[config.mk]
export PLATFORM = sky130hd
export DESIGN_NAME = periph_bus_top
export DESIGN_NICKNAME = d
export VERILOG_FILES = /design/src/periph_bus_pkg.sv /design/src/periph_slot_select.sv /design/src/periph_read_hold.sv /design/src/periph_gpio_regs.sv /design/src/periph_pin_mux.sv /design/src/periph_bus_top.sv
export VERILOG_INCLUDE_DIRS = /design/src
export SDC_FILE = /design/constraint.sdc
export NUM_CORES = 1
export LEC_CHECK = 0
export ABC_AREA = 1
export BUFFER_PORTS_ARGS = -buffer_cell sky130_fd_sc_hd__buf_2
export CAP_MARGIN = 10
export CORE_AREA = 2 2 191 193
export CTS_CLUSTER_SIZE = 8
export DETAILED_ROUTE_END_ITERATION = 16
export DIE_AREA = 0 0 193 195
export PLACE_DENSITY = 0.48
export SLEW_MARGIN = 25
export SYNTH_ARGS = -nofsm -noshare
export SYNTH_HDL_FRONTEND = slang
export SYNTH_SLANG_ARGS = --single-unit
export TNS_END_PERCENT = 10
[constraint.sdc]
create_clock -name clk -period 5.4 [get_ports clk]
set_input_delay 0.27 -clock clk [delete_from_list [all_inputs] [get_ports clk]]
set_output_delay 0.27 -clock clk [all_outputs]
set_load 0.02 [all_outputs]
[src/periph_bus_config.svh]
// Build-time constants for the peripheral bus wrapper.
// Included by the package and by every module that decodes addresses or offsets.
`ifndef PERIPH_BUS_CONFIG_SVH
`define PERIPH_BUS_CONFIG_SVH

// slot counts
`define PB_USER_SLOTS    8
`define PB_SIMPLE_SLOTS  4
`define PB_EXT_FIRST     2
`define PB_PINS          8

// address fields, bit 9 selects the simple region
`define PB_ADDR_W          10
`define PB_SIMPLE_BIT      9
`define PB_USER_IDX_MSB    8
`define PB_USER_IDX_LSB    6
`define PB_SIMPLE_IDX_MSB  5
`define PB_SIMPLE_IDX_LSB  4
`define PB_OFS_MSB         5

// fixed slot placement and reset routing
`define PB_GPIO_SLOT  1
`define PB_UART_SLOT  2

// gpio register offsets
`define PB_GPIO_OUT_OFS    6'h00
`define PB_GPIO_IN_OFS     6'h04
`define PB_GPIO_AUDIO_OFS  6'h10
`define PB_GPIO_FSEL_BASE  6'h20
// bits 4..2 carry the pin number
`define PB_GPIO_FSEL_MASK  6'h23

// audio taps as {function select, bit number}
`define PB_AUDIO_TAP0_SEL  {4'h7, 3'd7}
`define PB_AUDIO_TAP1_SEL  {4'h5, 3'd7}
`define PB_AUDIO_TAP2_SEL  {4'h8, 3'd0}
`define PB_AUDIO_TAP3_SEL  {4'h9, 3'd7}
`define PB_AUDIO_TAP4_SEL  {4'h4, 3'd7}
`define PB_AUDIO_TAP5_SEL  {4'hA, 3'd7}
`define PB_AUDIO_TAP6_SEL  {4'h7, 3'd6}
`define PB_AUDIO_TAP7_SEL  {4'h3, 3'd7}

`endif

[src/periph_bus_pkg.sv]
// Shared types for the peripheral bus wrapper.
// Compile before any module that names these types.
`default_nettype none

`include "periph_bus_config.svh"

package periph_bus_pkg;

    // bus data toward the core and the user slots
    typedef logic [31:0] word_t;
    // simple slot data and pin vectors
    typedef logic [7:0] byte_t;
    typedef logic [`PB_ADDR_W-1:0] addr_t;
    // offset inside one user slot
    typedef logic [`PB_OFS_MSB:0] offset_t;

    typedef logic [2:0] user_idx_t;
    typedef logic [1:0] simple_idx_t;

    // bit 3 picks a simple slot, low bits are the slot index
    typedef logic [3:0] fsel_t;
    // bit 3 enables audio, bits 2..0 pick a tap
    typedef logic [3:0] audio_sel_t;

    // access size on the read and write strobes, all ones when idle
    typedef enum logic [1:0] {
        BYTE = 2'b00,
        HALF = 2'b01,
        WORD = 2'b10,
        NONE = 2'b11
    } access_n_t;

endpackage

`default_nettype wire

[src/periph_slot_select.sv]
// Address decode for the peripheral window.
// Gates the core strobes to the selected slot and muxes its read data and ready.
`default_nettype none

`include "periph_bus_config.svh"

module periph_slot_select (
    input  wire periph_bus_pkg::addr_t                          i_addr,
    input  wire periph_bus_pkg::access_n_t                      i_write_n,
    input  wire periph_bus_pkg::access_n_t                      i_read_n_masked,
    input  wire periph_bus_pkg::word_t [`PB_USER_SLOTS-1:0]     i_user_rdata_all,
    input  wire [`PB_USER_SLOTS-1:0]                            i_user_ready_all,
    input  wire periph_bus_pkg::byte_t [`PB_SIMPLE_SLOTS-1:0]   i_simple_rdata,
    output logic                                                o_gpio_sel,
    output periph_bus_pkg::access_n_t [`PB_USER_SLOTS-1:0]      o_user_write_n,
    output periph_bus_pkg::access_n_t [`PB_USER_SLOTS-1:0]      o_user_read_n,
    output logic [`PB_SIMPLE_SLOTS-1:0]                         o_simple_write,
    output periph_bus_pkg::word_t                               o_sel_rdata,
    output logic                                                o_sel_ready
);
    import periph_bus_pkg::*;

    logic                         simple_region;
    user_idx_t                    user_idx;
    simple_idx_t                  simple_idx;
    logic [`PB_USER_SLOTS-1:0]    user_sel;
    logic [`PB_SIMPLE_SLOTS-1:0]  simple_sel;

    assign simple_region = i_addr[`PB_SIMPLE_BIT];
    assign user_idx      = i_addr[`PB_USER_IDX_MSB:`PB_USER_IDX_LSB];
    assign simple_idx    = i_addr[`PB_SIMPLE_IDX_MSB:`PB_SIMPLE_IDX_LSB];

    // one-hot slot select
    always_comb begin
        user_sel   = '0;
        simple_sel = '0;
        if (simple_region) begin
            simple_sel[simple_idx] = 1'b1;
        end else begin
            user_sel[user_idx] = 1'b1;
        end
    end

    assign o_gpio_sel = user_sel[`PB_GPIO_SLOT];

    genvar k;
    generate
        for (k = 0; k < `PB_USER_SLOTS; k++) begin : g_user
            // unselected slots see an idle bus
            assign o_user_write_n[k] = user_sel[k] ? i_write_n : NONE;
            assign o_user_read_n[k]  = user_sel[k] ? i_read_n_masked : NONE;
        end
        for (k = 0; k < `PB_SIMPLE_SLOTS; k++) begin : g_simple
            assign o_simple_write[k] = simple_sel[k] && (i_write_n != NONE);
        end
    endgenerate

    // simple slots answer in the same cycle
    always_comb begin
        if (simple_region) begin
            o_sel_rdata = {24'h0, i_simple_rdata[simple_idx]};
            o_sel_ready = 1'b1;
        end else begin
            o_sel_rdata = i_user_rdata_all[user_idx];
            o_sel_ready = i_user_ready_all[user_idx];
        end
    end

endmodule

`default_nettype wire

[src/periph_read_hold.sv]
// Registered read return toward the core.
// Captures the slot's data once per read and holds it until the core's read complete.
`default_nettype none

module periph_read_hold (
    input  wire                              clk,
    input  wire                              rst_n,
    input  wire periph_bus_pkg::access_n_t   i_read_n,
    input  wire                              i_read_complete,
    input  wire periph_bus_pkg::access_n_t   i_write_n,
    input  wire periph_bus_pkg::word_t       i_sel_rdata,
    input  wire                              i_sel_ready,
    output periph_bus_pkg::access_n_t        o_read_n_masked,
    output periph_bus_pkg::word_t            o_rdata,
    output logic                             o_data_ready
);
    import periph_bus_pkg::*;

    logic   hold;
    logic   ready_r;
    logic   capture;
    word_t  rdata_r;

    assign capture = !hold && (i_read_n != NONE) && i_sel_ready;

    always_ff @(posedge clk) begin
        if (!rst_n) begin
            hold    <= 1'b0;
            ready_r <= 1'b0;
        end else begin
            if (i_read_complete) begin
                hold <= 1'b0;
            end
            if (capture) begin
                hold <= 1'b1;
            end
            ready_r <= capture;
        end
    end

    always_ff @(posedge clk) begin
        if (capture) begin
            rdata_r <= i_sel_rdata;
        end
    end

    // slot must not see a second read while the result is on its way out
    assign o_read_n_masked = ready_r ? NONE : i_read_n;

    assign o_rdata = rdata_r;
    // writes complete in the cycle they are issued
    assign o_data_ready = ready_r || (i_write_n != NONE);

endmodule

`default_nettype wire

[src/periph_gpio_regs.sv]
// GPIO block that sits in user slot 1.
// Holds the output register, the per-pin function selects and the audio select.
`default_nettype none

`include "periph_bus_config.svh"

module periph_gpio_regs (
    input  wire                                        clk,
    input  wire                                        rst_n,
    input  wire                                        i_sel,
    input  wire periph_bus_pkg::access_n_t             i_write_n,
    input  wire periph_bus_pkg::offset_t               i_offset,
    input  wire periph_bus_pkg::word_t                 i_wdata,
    input  wire periph_bus_pkg::byte_t                 i_ui_in,
    output periph_bus_pkg::word_t                      o_rdata,
    output periph_bus_pkg::byte_t                      o_gpio_out,
    output periph_bus_pkg::fsel_t [`PB_PINS-1:0]       o_fsel,
    output periph_bus_pkg::audio_sel_t                 o_audio_sel
);
    import periph_bus_pkg::*;

    logic  wr_en;
    logic  fsel_hit;
    byte_t gpio_out;
    fsel_t [`PB_PINS-1:0] fsel;
    audio_sel_t audio_sel;

    assign wr_en    = i_sel && (i_write_n != NONE);
    assign fsel_hit = (i_offset & `PB_GPIO_FSEL_MASK) == `PB_GPIO_FSEL_BASE;

    always_ff @(posedge clk) begin
        if (!rst_n) begin
            gpio_out  <= '0;
            audio_sel <= '0;
        end else if (wr_en) begin
            if (i_offset == `PB_GPIO_OUT_OFS) begin
                gpio_out <= i_wdata[7:0];
            end
            if (i_offset == `PB_GPIO_AUDIO_OFS) begin
                audio_sel <= i_wdata[3:0];
            end
        end
    end

    genvar n;
    generate
        for (n = 0; n < `PB_PINS; n++) begin : g_fsel
            // pins 0 and 1 come up on the UART
            always_ff @(posedge clk) begin
                if (!rst_n) begin
                    fsel[n] <= (n < 2) ? fsel_t'(`PB_UART_SLOT) : fsel_t'(`PB_GPIO_SLOT);
                end else if (wr_en && fsel_hit && i_offset[4:2] == n) begin
                    fsel[n] <= i_wdata[3:0];
                end
            end
        end
    endgenerate

    always_comb begin
        o_rdata = '0;
        if (i_offset == `PB_GPIO_OUT_OFS) begin
            o_rdata = {24'h0, gpio_out};
        end else if (i_offset == `PB_GPIO_IN_OFS) begin
            o_rdata = {24'h0, i_ui_in};
        end else if (i_offset == `PB_GPIO_AUDIO_OFS) begin
            o_rdata = {28'h0, audio_sel};
        end else if (fsel_hit) begin
            o_rdata = {28'h0, fsel[i_offset[4:2]]};
        end
    end

    assign o_gpio_out  = gpio_out;
    assign o_fsel      = fsel;
    assign o_audio_sel = audio_sel;

endmodule

`default_nettype wire

[src/periph_pin_mux.sv]
// Output pin routing and the audio tap.
// Each pin follows its function select; the audio bit is registered once.
`default_nettype none

`include "periph_bus_config.svh"

module periph_pin_mux (
    input  wire                                                clk,
    input  wire periph_bus_pkg::fsel_t [`PB_PINS-1:0]          i_fsel,
    input  wire periph_bus_pkg::audio_sel_t                    i_audio_sel,
    input  wire periph_bus_pkg::byte_t [`PB_USER_SLOTS-1:0]    i_user_pins_all,
    input  wire periph_bus_pkg::byte_t [`PB_SIMPLE_SLOTS-1:0]  i_simple_pins,
    output periph_bus_pkg::byte_t                              o_uo_out,
    output logic                                               o_audio,
    output logic                                               o_audio_select
);
    import periph_bus_pkg::*;

    localparam logic [6:0] AUDIO_TAPS [8] = '{
        `PB_AUDIO_TAP0_SEL, `PB_AUDIO_TAP1_SEL, `PB_AUDIO_TAP2_SEL, `PB_AUDIO_TAP3_SEL,
        `PB_AUDIO_TAP4_SEL, `PB_AUDIO_TAP5_SEL, `PB_AUDIO_TAP6_SEL, `PB_AUDIO_TAP7_SEL
    };

    logic [6:0] tap;
    byte_t      tap_pins;
    // pin vector of the slot chosen for each output pin
    byte_t [`PB_PINS-1:0] pin_src;

    // pin vector of the slot named by a function select code
    function automatic byte_t slot_pins(input fsel_t code);
        if (code[3]) begin
            return i_simple_pins[code[1:0]];
        end
        return i_user_pins_all[code[2:0]];
    endfunction

    genvar n;
    generate
        for (n = 0; n < `PB_PINS; n++) begin : g_pin
            assign pin_src[n]  = slot_pins(i_fsel[n]);
            assign o_uo_out[n] = pin_src[n][n];
        end
    endgenerate

    // upper four bits of a tap entry are the select, lower three the bit
    assign tap      = AUDIO_TAPS[i_audio_sel[2:0]];
    assign tap_pins = slot_pins(tap[6:3]);

    always_ff @(posedge clk) begin
        o_audio <= tap_pins[tap[2:0]];
    end

    assign o_audio_select = i_audio_sel[3];

endmodule

`default_nettype wire

[src/periph_bus_top.sv]
// Peripheral bus wrapper between the core and its slots.
// Slot 0 is reserved, slot 1 is the internal GPIO block, the rest are external ports.
`default_nettype none

`include "periph_bus_config.svh"

module periph_bus_top (
    input  wire                                                                  clk,
    input  wire                                                                  rst_n,
    // core side
    input  wire periph_bus_pkg::addr_t                                           i_addr,
    input  wire periph_bus_pkg::word_t                                           i_wdata,
    input  wire periph_bus_pkg::access_n_t                                       i_write_n,
    input  wire periph_bus_pkg::access_n_t                                       i_read_n,
    input  wire                                                                  i_read_complete,
    output periph_bus_pkg::word_t                                                o_rdata,
    output logic                                                                 o_data_ready,
    input  wire periph_bus_pkg::byte_t                                           i_ui_in,
    output periph_bus_pkg::byte_t                                                o_uo_out,
    output logic                                                                 o_audio,
    output logic                                                                 o_audio_select,
    // external slot side
    output periph_bus_pkg::offset_t                                              o_slot_offset,
    output periph_bus_pkg::word_t                                                o_slot_wdata,
    output periph_bus_pkg::access_n_t [`PB_USER_SLOTS-1:0]                       o_user_write_n,
    output periph_bus_pkg::access_n_t [`PB_USER_SLOTS-1:0]                       o_user_read_n,
    input  wire periph_bus_pkg::word_t [`PB_USER_SLOTS-1:`PB_EXT_FIRST]          i_user_rdata,
    input  wire [`PB_USER_SLOTS-1:`PB_EXT_FIRST]                                 i_user_ready,
    input  wire periph_bus_pkg::byte_t [`PB_USER_SLOTS-1:`PB_EXT_FIRST]          i_user_pins,
    output logic [`PB_SIMPLE_SLOTS-1:0]                                          o_simple_write,
    input  wire periph_bus_pkg::byte_t [`PB_SIMPLE_SLOTS-1:0]                    i_simple_rdata,
    input  wire periph_bus_pkg::byte_t [`PB_SIMPLE_SLOTS-1:0]                    i_simple_pins
);
    import periph_bus_pkg::*;

    word_t [`PB_USER_SLOTS-1:0]  user_rdata_all;
    logic  [`PB_USER_SLOTS-1:0]  user_ready_all;
    byte_t [`PB_USER_SLOTS-1:0]  user_pins_all;

    logic       gpio_sel;
    word_t      gpio_rdata;
    byte_t      gpio_out;
    fsel_t [`PB_PINS-1:0] fsel;
    audio_sel_t audio_sel;

    access_n_t  read_n_masked;
    word_t      sel_rdata;
    logic       sel_ready;

    // slot 0 reads zero and never answers, GPIO is always ready
    assign user_rdata_all = {i_user_rdata, gpio_rdata, 32'h0};
    assign user_ready_all = {i_user_ready, 1'b1, 1'b0};
    assign user_pins_all  = {i_user_pins, gpio_out, 8'h0};

    assign o_slot_offset = i_addr[`PB_OFS_MSB:0];
    assign o_slot_wdata  = i_wdata;

    periph_slot_select i_slot_select (
        .i_addr           (i_addr),
        .i_write_n        (i_write_n),
        .i_read_n_masked  (read_n_masked),
        .i_user_rdata_all (user_rdata_all),
        .i_user_ready_all (user_ready_all),
        .i_simple_rdata   (i_simple_rdata),
        .o_gpio_sel       (gpio_sel),
        .o_user_write_n   (o_user_write_n),
        .o_user_read_n    (o_user_read_n),
        .o_simple_write   (o_simple_write),
        .o_sel_rdata      (sel_rdata),
        .o_sel_ready      (sel_ready)
    );

    periph_read_hold i_read_hold (
        .clk             (clk),
        .rst_n           (rst_n),
        .i_read_n        (i_read_n),
        .i_read_complete (i_read_complete),
        .i_write_n       (i_write_n),
        .i_sel_rdata     (sel_rdata),
        .i_sel_ready     (sel_ready),
        .o_read_n_masked (read_n_masked),
        .o_rdata         (o_rdata),
        .o_data_ready    (o_data_ready)
    );

    periph_gpio_regs i_gpio_regs (
        .clk         (clk),
        .rst_n       (rst_n),
        .i_sel       (gpio_sel),
        .i_write_n   (i_write_n),
        .i_offset    (i_addr[`PB_OFS_MSB:0]),
        .i_wdata     (i_wdata),
        .i_ui_in     (i_ui_in),
        .o_rdata     (gpio_rdata),
        .o_gpio_out  (gpio_out),
        .o_fsel      (fsel),
        .o_audio_sel (audio_sel)
    );

    periph_pin_mux i_pin_mux (
        .clk             (clk),
        .i_fsel          (fsel),
        .i_audio_sel     (audio_sel),
        .i_user_pins_all (user_pins_all),
        .i_simple_pins   (i_simple_pins),
        .o_uo_out        (o_uo_out),
        .o_audio         (o_audio),
        .o_audio_select  (o_audio_select)
    );

endmodule

`default_nettype wire

# --- Word level (Yosys, flattened, before mapping) ---
# Memory sizes are Yosys's and may differ from the RTL's.
# Index checks and enable logic that the tools add are counted.
word_totals:
  ff_bits: 79
  latchBits: 0
  mem_bits_rw: 0
  romBits: 56
  input_bits: 367
  output_inout_bits: 117
  elab_cells: 185
  n_memories: 1
memory_table:
  columns: ["name", "words", "width", "read_ports", "rd_clocked_by_memory_dff", "wr", "line_no", "rtl"]
  rows:
  - ["(name not given)", 8, 7, 1, 0, 0, "periph_pin_mux.sv:46", "assign tap = AUDIO_TAPS[i_audio_sel[2:0]];"]
op_classes:
  addsub: 0
  mul: 0
  n_div: 0
  n_lt_le_gt_ge: 25
  n_eq_ne: 12
  shift: 0
  muxes: 106
  bitwise: 1
  reduce_logical: 25
ops:
  columns: ["op", "n"]
  rows:
  - ["$bmux W8 S3", 9]
  - ["$bmux W8 S2", 10]
  - ["$mux W32", 4]
  - ["$bmux W32 S3", 1]
  - ["$mux W8", 11]
  - ["$lt A3 B4 Y1 const B", 12]
  - ["$mux W2", 21]
  - ["$mux W7", 6]
  - ["$lt A2 B3 Y1 const B", 10]
  - ["$mux W4", 7]
  - ["$mux W6", 4]
  - ["$mux W1", 20]
  - ["$mux W5", 4]
  - ["$logic_and A1 B1 Y1", 18]
  - ["$eq A3 B3 Y1 const B", 5]
  - ["$bmux W4 S3", 1]
  - ["$mux W3", 4]
  - ["$bmux W1 S3", 2]
  - ["$eq A3 B2 Y1 const B", 2]
  - ["$eq A6 B3 Y1 const B", 1]
  - ["$eq A6 B5 Y1 const B", 1]
  - ["$logic_not A6 Y1", 1]
  - ["$ge A4 B4 Y1 const B", 1]
  - ["$ne A2 B2 Y1 const B", 2]
  - ["other kinds (11)", 12]

# --- Longest topological paths before layout ---
depth:
  ltp_word: 10
  mapped_depth: 11
  depth_no_buf: 11

# --- Hierarchy ---
# From an unflattened synthesis, not the netlist that was laid out.
unflattened:
  cells_unflattened: 1488
  hier_area_um2: 8425.6
modules_own_cells:
  columns: ["mod", "instances", "cells_each", "area_per_inst_um2", "seq_area_each_um2"]
  rows:
  - ["periph_slot_select", 1, 803, 3514.6, 0.0]
  - ["periph_gpio_regs", 1, 347, 2351.0, 880.8]
  - ["periph_pin_mux", 1, 252, 1206.2, 20.0]
  - ["periph_read_hold", 1, 46, 1061.0, 1001.0]
  - ["periph_bus_top", 1, 40, 292.8, 0.0]

# --- Worst setup path after synthesis ---
# OpenSTA, ideal clock, no wires.
synth_timing:
  path_kind: "input-to-reg"
  startpoint: "input i_addr[6]"
  endpoint: "register i_read_hold.rdata_r[0] (netlist: i_read_hold.o_rdata[0]) (enable)"
  setup_time_ns: 0.387
  arrival_ns: 1.843
  t_required_ns: 5.013
  slack_ns: 3.171
  path_stages: 8
  path_buffers: 3
  cell_sequence: "buf_2 > inv_2 > buf_2 > clkbuf_1 > o21ai_0 > nand4_1 > nand3_1 > inv_1"
synth_between:
  elab_chain_cells: 4
synth_rtl:
  columns: ["item", "line_no", "rtl"]
  rows:
  - ["from (decl)", "periph_bus_top.sv:11", "input wire periph_bus_pkg::addr_t i_addr,"]
  - ["$bmux W1 S3", "periph_slot_select.sv:65", "o_sel_ready = i_user_ready_all[user_idx];"]
  - ["$mux W1 (not written as such)", "periph_slot_select.sv:65", null]
  - ["$mux W1", "periph_slot_select.sv:60", "if (simple_region) begin"]
  - ["$logic_and A1 B1 Y1", "periph_read_hold.sv:24", "assign capture = !hold && (i_read_n != NONE) && i_sel_ready;"]
  - ["net i_read_hold.capture", "periph_read_hold.sv:21", "logic capture;"]
  - ["to (signal assigned)", "periph_read_hold.sv:43", "rdata_r <= i_sel_rdata;"]
  - ["to (decl)", "periph_read_hold.sv:22", "word_t rdata_r;"]
# The timed path passes the listed nets, and every way through them passes these cells. The select of a mux whose other input is x is not followed.
# A chain may end at the register's enable or synchronous reset.

# --- Worst setup path in the final report ---
layout_timing:
  startpoint: "register i_gpio_regs.fsel (netlist bit i_gpio_regs.o_fsel[24])"
  endpoint: "output o_uo_out[6]"
layout_between:
  elab_chain_cells: 4
  word_cells_on_any_way: 6
  classes_between: "mux: 6"
layout_rtl:
  columns: ["item", "line_no", "rtl"]
  rows:
  - ["from (decl)", "periph_gpio_regs.sv:25", "fsel_t [`PB_PINS-1:0] fsel;"]
  - ["from (signal, indexed assignment)", "periph_gpio_regs.sv:51", "fsel[n] <= (n < 2) ? fsel_t'(`PB_UART_SLOT) : fsel_t'(`PB_GPIO_SLOT);"]
  - ["from (signal, indexed assignment)", "periph_gpio_regs.sv:53", "fsel[n] <= i_wdata[3:0];"]
  - ["$bmux W8 S2", "periph_pin_mux.sv:32", "return i_simple_pins[code[1:0]];"]
  - ["$mux W7 (not written as such)", "periph_pin_mux.sv:32", null]
  - ["$mux W7", "periph_pin_mux.sv:31", "if (code[3]) begin"]
  - ["$mux W7 *", "periph_pin_mux.sv:34", "return i_user_pins_all[code[2:0]];"]
  - ["to (decl)", "periph_bus_top.sv:19", "output periph_bus_pkg::byte_t o_uo_out,"]
# Every way passes the cells marked *; elsewhere a longest branch is shown, timed or not. The select of a mux whose other input is x is not followed.

==> results.json <==
{
  "synth_area_um2": 6770,
  "period_share_pct": 41.3,
  "ys_warn_count": 0,
  "cts_sinks": 79,
  "met3_length_um": 3170,
  "antenna_found_initial": 17,
  "holdPathEnd": "i_gpio_regs.o_gpio_out[6]",
  "root_buffer": "clkbuf_16",
  "synth.area.top_cells": "edfxtp_1 (14%), dfxtp_1 (14%), o21ai_0 (14%)",
  "fin_util_pct": 26.5,
  "die_h_um": 195,
  "drc": 0,
  "overflow": 0,
  "max-slew-margin-rel_pct": 31.1,
  "avgRoutedWirePerCell_um": 19.0,
  "ios": 484,
  "hpwlAfterDp_um": 29900,
  "core_um2": 35400,
  "synthCells": 1104,
  "row_count": 69,
  "peakVddDrop_v": 0.000153,
  "r2r-start": "i_gpio_regs.o_audio_sel[1]",
  "power_frac_clock_pct": 37.2,
  "swShare_pct": 32.9,
  "fin_setup_tns_ns": 0,
  "slew_violations": 0,
  "cp-start-kind": "flip-flop",
  "max_slew.worst_pin.slew_ns": 1.03,
  "m1WireLength_um": 14100,
  "switching_power_mw": 0.603,
  "insertion_delay_ns": 0.35,
  "power.share.combinational_pct": 25.8,
  "yosys.area.top_type": "edfxtp_1",
  "syn_avg_cell_area_um2": 6.13,
  "worstHoldPathCells": 3,
  "drt-vias-per-instance": 4.61,
  "detail_route.first_pass.iterations": 6,
  "cts.clk_slew.worst_paths_ns": 0.07,
  "powerDensity_nw_per_um2": 195,
  "fp.dieArea_um2": 37600,
  "cts_setup_buffers": 0,
  "intPower_mw": 1.23,
  "synth_cell_types": 39,
  "wl_met2_um": 18600,
  "fin_crit_ns": 2.23,
  "via_count": 8917,
  "max_cap_viol_count": 0,
  "htreeDepth": 3,
  "drive_above_1_share_pct": 32.6,
  "netlist.area_leader.share_pct": 14.2,
  "grt_usage_pct": 18.6,
  "crit_path_end_kind": "output port",
  "seq_power_share_pct": 37.0,
  "grt_pass1_vias": 8743,
  "fmax_mhz": 448,
  "hold_buffers": 0,
  "cts_buffer_depth": 2,
  "routed.top_layer": "met5",
  "numPortBuffers": 435,
  "worstHoldPathType": "in -> reg",
  "cts.repair.resized": 0,
  "fill_cells": 4121,
  "power_leakage_nw": 4.54,
  "final_nets": 1827,
  "postLayoutCellArea_um2": 9380,
  "r2r_end": "i_pin_mux.o_audio",
  "ys_seq_area_share_pct": 28.1,
  "rr_worst_depth": 10,
  "reg2reg_slack_ns": 3.59,
  "grt_start_max_net_pins": 96,
  "min_from": "i_wdata[6]",
  "die_w_um": 193,
  "wl_um": 36700,
  "status": "complete, no violations",
  "worstSetupPathType": "reg -> out",
  "numCtsBuffers": 9,
  "cts_tree": "built",
  "gp_congestion": 0.936,
  "placed_area_um2": 9040,
  "drtIter0Drc": 540,
  "grt_setup_unrepaired": "no",
  "finClkSkew_ns": 0.00971,
  "hold_viol": 0,
  "grt_pass1_wl_um": 52400,
  "finalSetupViolCount": 0,
  "drtAntennaViolNets": 0,
  "cp.required_ns": 5.13,
  "start_util_pct": 19.1,
  "syn_nets": 1471,
  "synth-seq-cells": 79,
  "arrival_ns": 1.96,
  "cp_max_fo": 12,
  "area_growth_pct": 38.6
}
-- power groups by stage --
| stage | sequential (mW) | combinational (mW) | clock (mW) |
|---|---|---|---|
| 6_report | 0.679 | 0.473 | 0.683 |
| 5_1_grt | 0.680 | 0.521 | 0.730 |
| 4_1_cts | 0.678 | 0.481 | 0.706 |
| 3_5_place_dp | 0.691 | 0.479 | 0 |
| 3_3_place_gp | 0.693 | 0.478 | 0 |
| 2_1_floorplan | 0.719 | 0.227 | 0 |
-- metal layers --
layer / vias to the layer above / GRT usage, %
li1: 4404 / -
met1: 4043 / 21.3
met2: 388 / 33.5
met3: 66 / 4.39
met4: 16 / 6.71
met5: - / 0
-- how the worst max path moves through the flow --
stage / startpoint / cells past startpoint / slack (ns) / to
finish: i_gpio_regs.o_fsel[24] / 5 / 3.17 / o_uo_out[6]
global route: i_addr[6] / 7 / 3.03 / i_read_hold.o_rdata[4]
CTS: i_gpio_regs.o_fsel[24] / 5 / 3.19 / o_uo_out[6]
detailed placement: i_addr[6] / 7 / 2.90 / i_read_hold.o_rdata[4]
global placement: i_addr[6] / 7 / 2.93 / i_read_hold.o_rdata[2]
floorplan: i_addr[6] / 8 / 3.17 / i_read_hold.o_rdata[0]
-- flip-flops by register name, summed over array words and instances, names as in the netlist --
name / flops
i_gpio_regs.o_gpio_out: 8
i_gpio_regs.o_fsel: 32
i_gpio_regs.o_audio_sel: 4
i_pin_mux.o_audio: 1
i_read_hold.hold: 1
i_read_hold.ready_r: 1
i_read_hold.o_rdata: 32
-- layout by cell type, fill, tap and decap left out, types with 2 or more instances in the layout --
| cell type | count |
|---|---|
| nand4_2 | 2 |
| nand2_2 | 2 |
| inv_1 | 94 |
| nor2_8 | 2 |
| clkinv_4 | 2 |
| or2_2 | 2 |
| o221ai_1 | 30 |
| nand3b_1 | 4 |
| nand3_2 | 2 |
| a22oi_1 | 8 |
| clkinv_1 | 2 |
| buf_4 | 6 |
| clkbuf_16 | 10 |
| o21ai_1 | 3 |
| o21ai_0 | 187 |
| nor2_2 | 2 |
| nor2_1 | 211 |
| nand4_1 | 2 |
| nand3_1 | 52 |
| nand2_1 | 210 |
| a31oi_1 | 2 |
| diode_2 | 9 |
| nor3_1 | 3 |
| inv_2 | 3 |
| edfxtp_1 | 32 |
| a211oi_1 | 6 |
| a21oi_1 | 61 |
| dfxtp_1 | 47 |
| o211ai_1 | 14 |
| nand2_4 | 2 |
| nor2_4 | 5 |
| inv_4 | 2 |
| mux2i_1 | 3 |
| buf_2 | 434 |
| o22ai_1 | 11 |
-- per-stage QoR --
stage	instances	hold slack, ns	total power, mW	setup WS, ns
4_1_cts	1926	0.180	1.86	3.19
2_1_floorplan	1104	0.400	0.945	3.17
6_report	1935	0.183	1.83	3.17
3_5_place_dp	1910	0.510	1.17	2.90
5_1_grt	1932	0.191	1.93	3.03
3_3_place_gp	1910	0.497	1.17	2.93
-- layout make-up --
type / count / area, um2 / share of cell area (%)
diodes: 9 / 22.5 / 0.240
clock buffers: 11 / 254 / 2.71
clock inverters: 5 / 62.6 / 0.667
inverters: 100 / 378 / 4.03
multi-input cells: 830 / 3970 / 42.3
flip-flops and latches: 79 / 1900 / 20.3
well taps: 461 / 577 / 6.15
repair buffers: 440 / 2220 / 23.6
-- synth_stat cells, drive strengths merged --
master  count
a211oi      6
a21oi      61
a221oi      1
a22oi       8
a31oi       2
buf        56
clkbuf     39
clkinv      2
dfxtp      47
edfxtp     32
inv        98
mux2i       3
nand2     214
nand3      54
nand3b      4
nand4       4
nor2      220
nor3        3
o211ai     14
o21a        1
o21ai     190
o21bai      1
o221ai     30
o22ai      11
o31ai       1
or2         2
-- worst max-delay path, stage by stage (launching register included) --
cell	delay, ns
dfxtp_1	0.63
o21ai_0	0.22
o211ai_1	0.11
o21ai_0	0.10
o21ai_0	0.31
buf_2	0.24
-- cell families after synthesis --
logic type / count (synthesis) / share of synthesized area, %
AO/OA/AOI/OAI: 326 / 27.2
buffers and inverters: 195 / 13.3
multiplexers: 3 / 0.444
flip-flops: 79 / 28.1
AND/OR/NAND/NOR: 501 / 31.0
No activity file was read; power rests on OpenSTA's default activity.
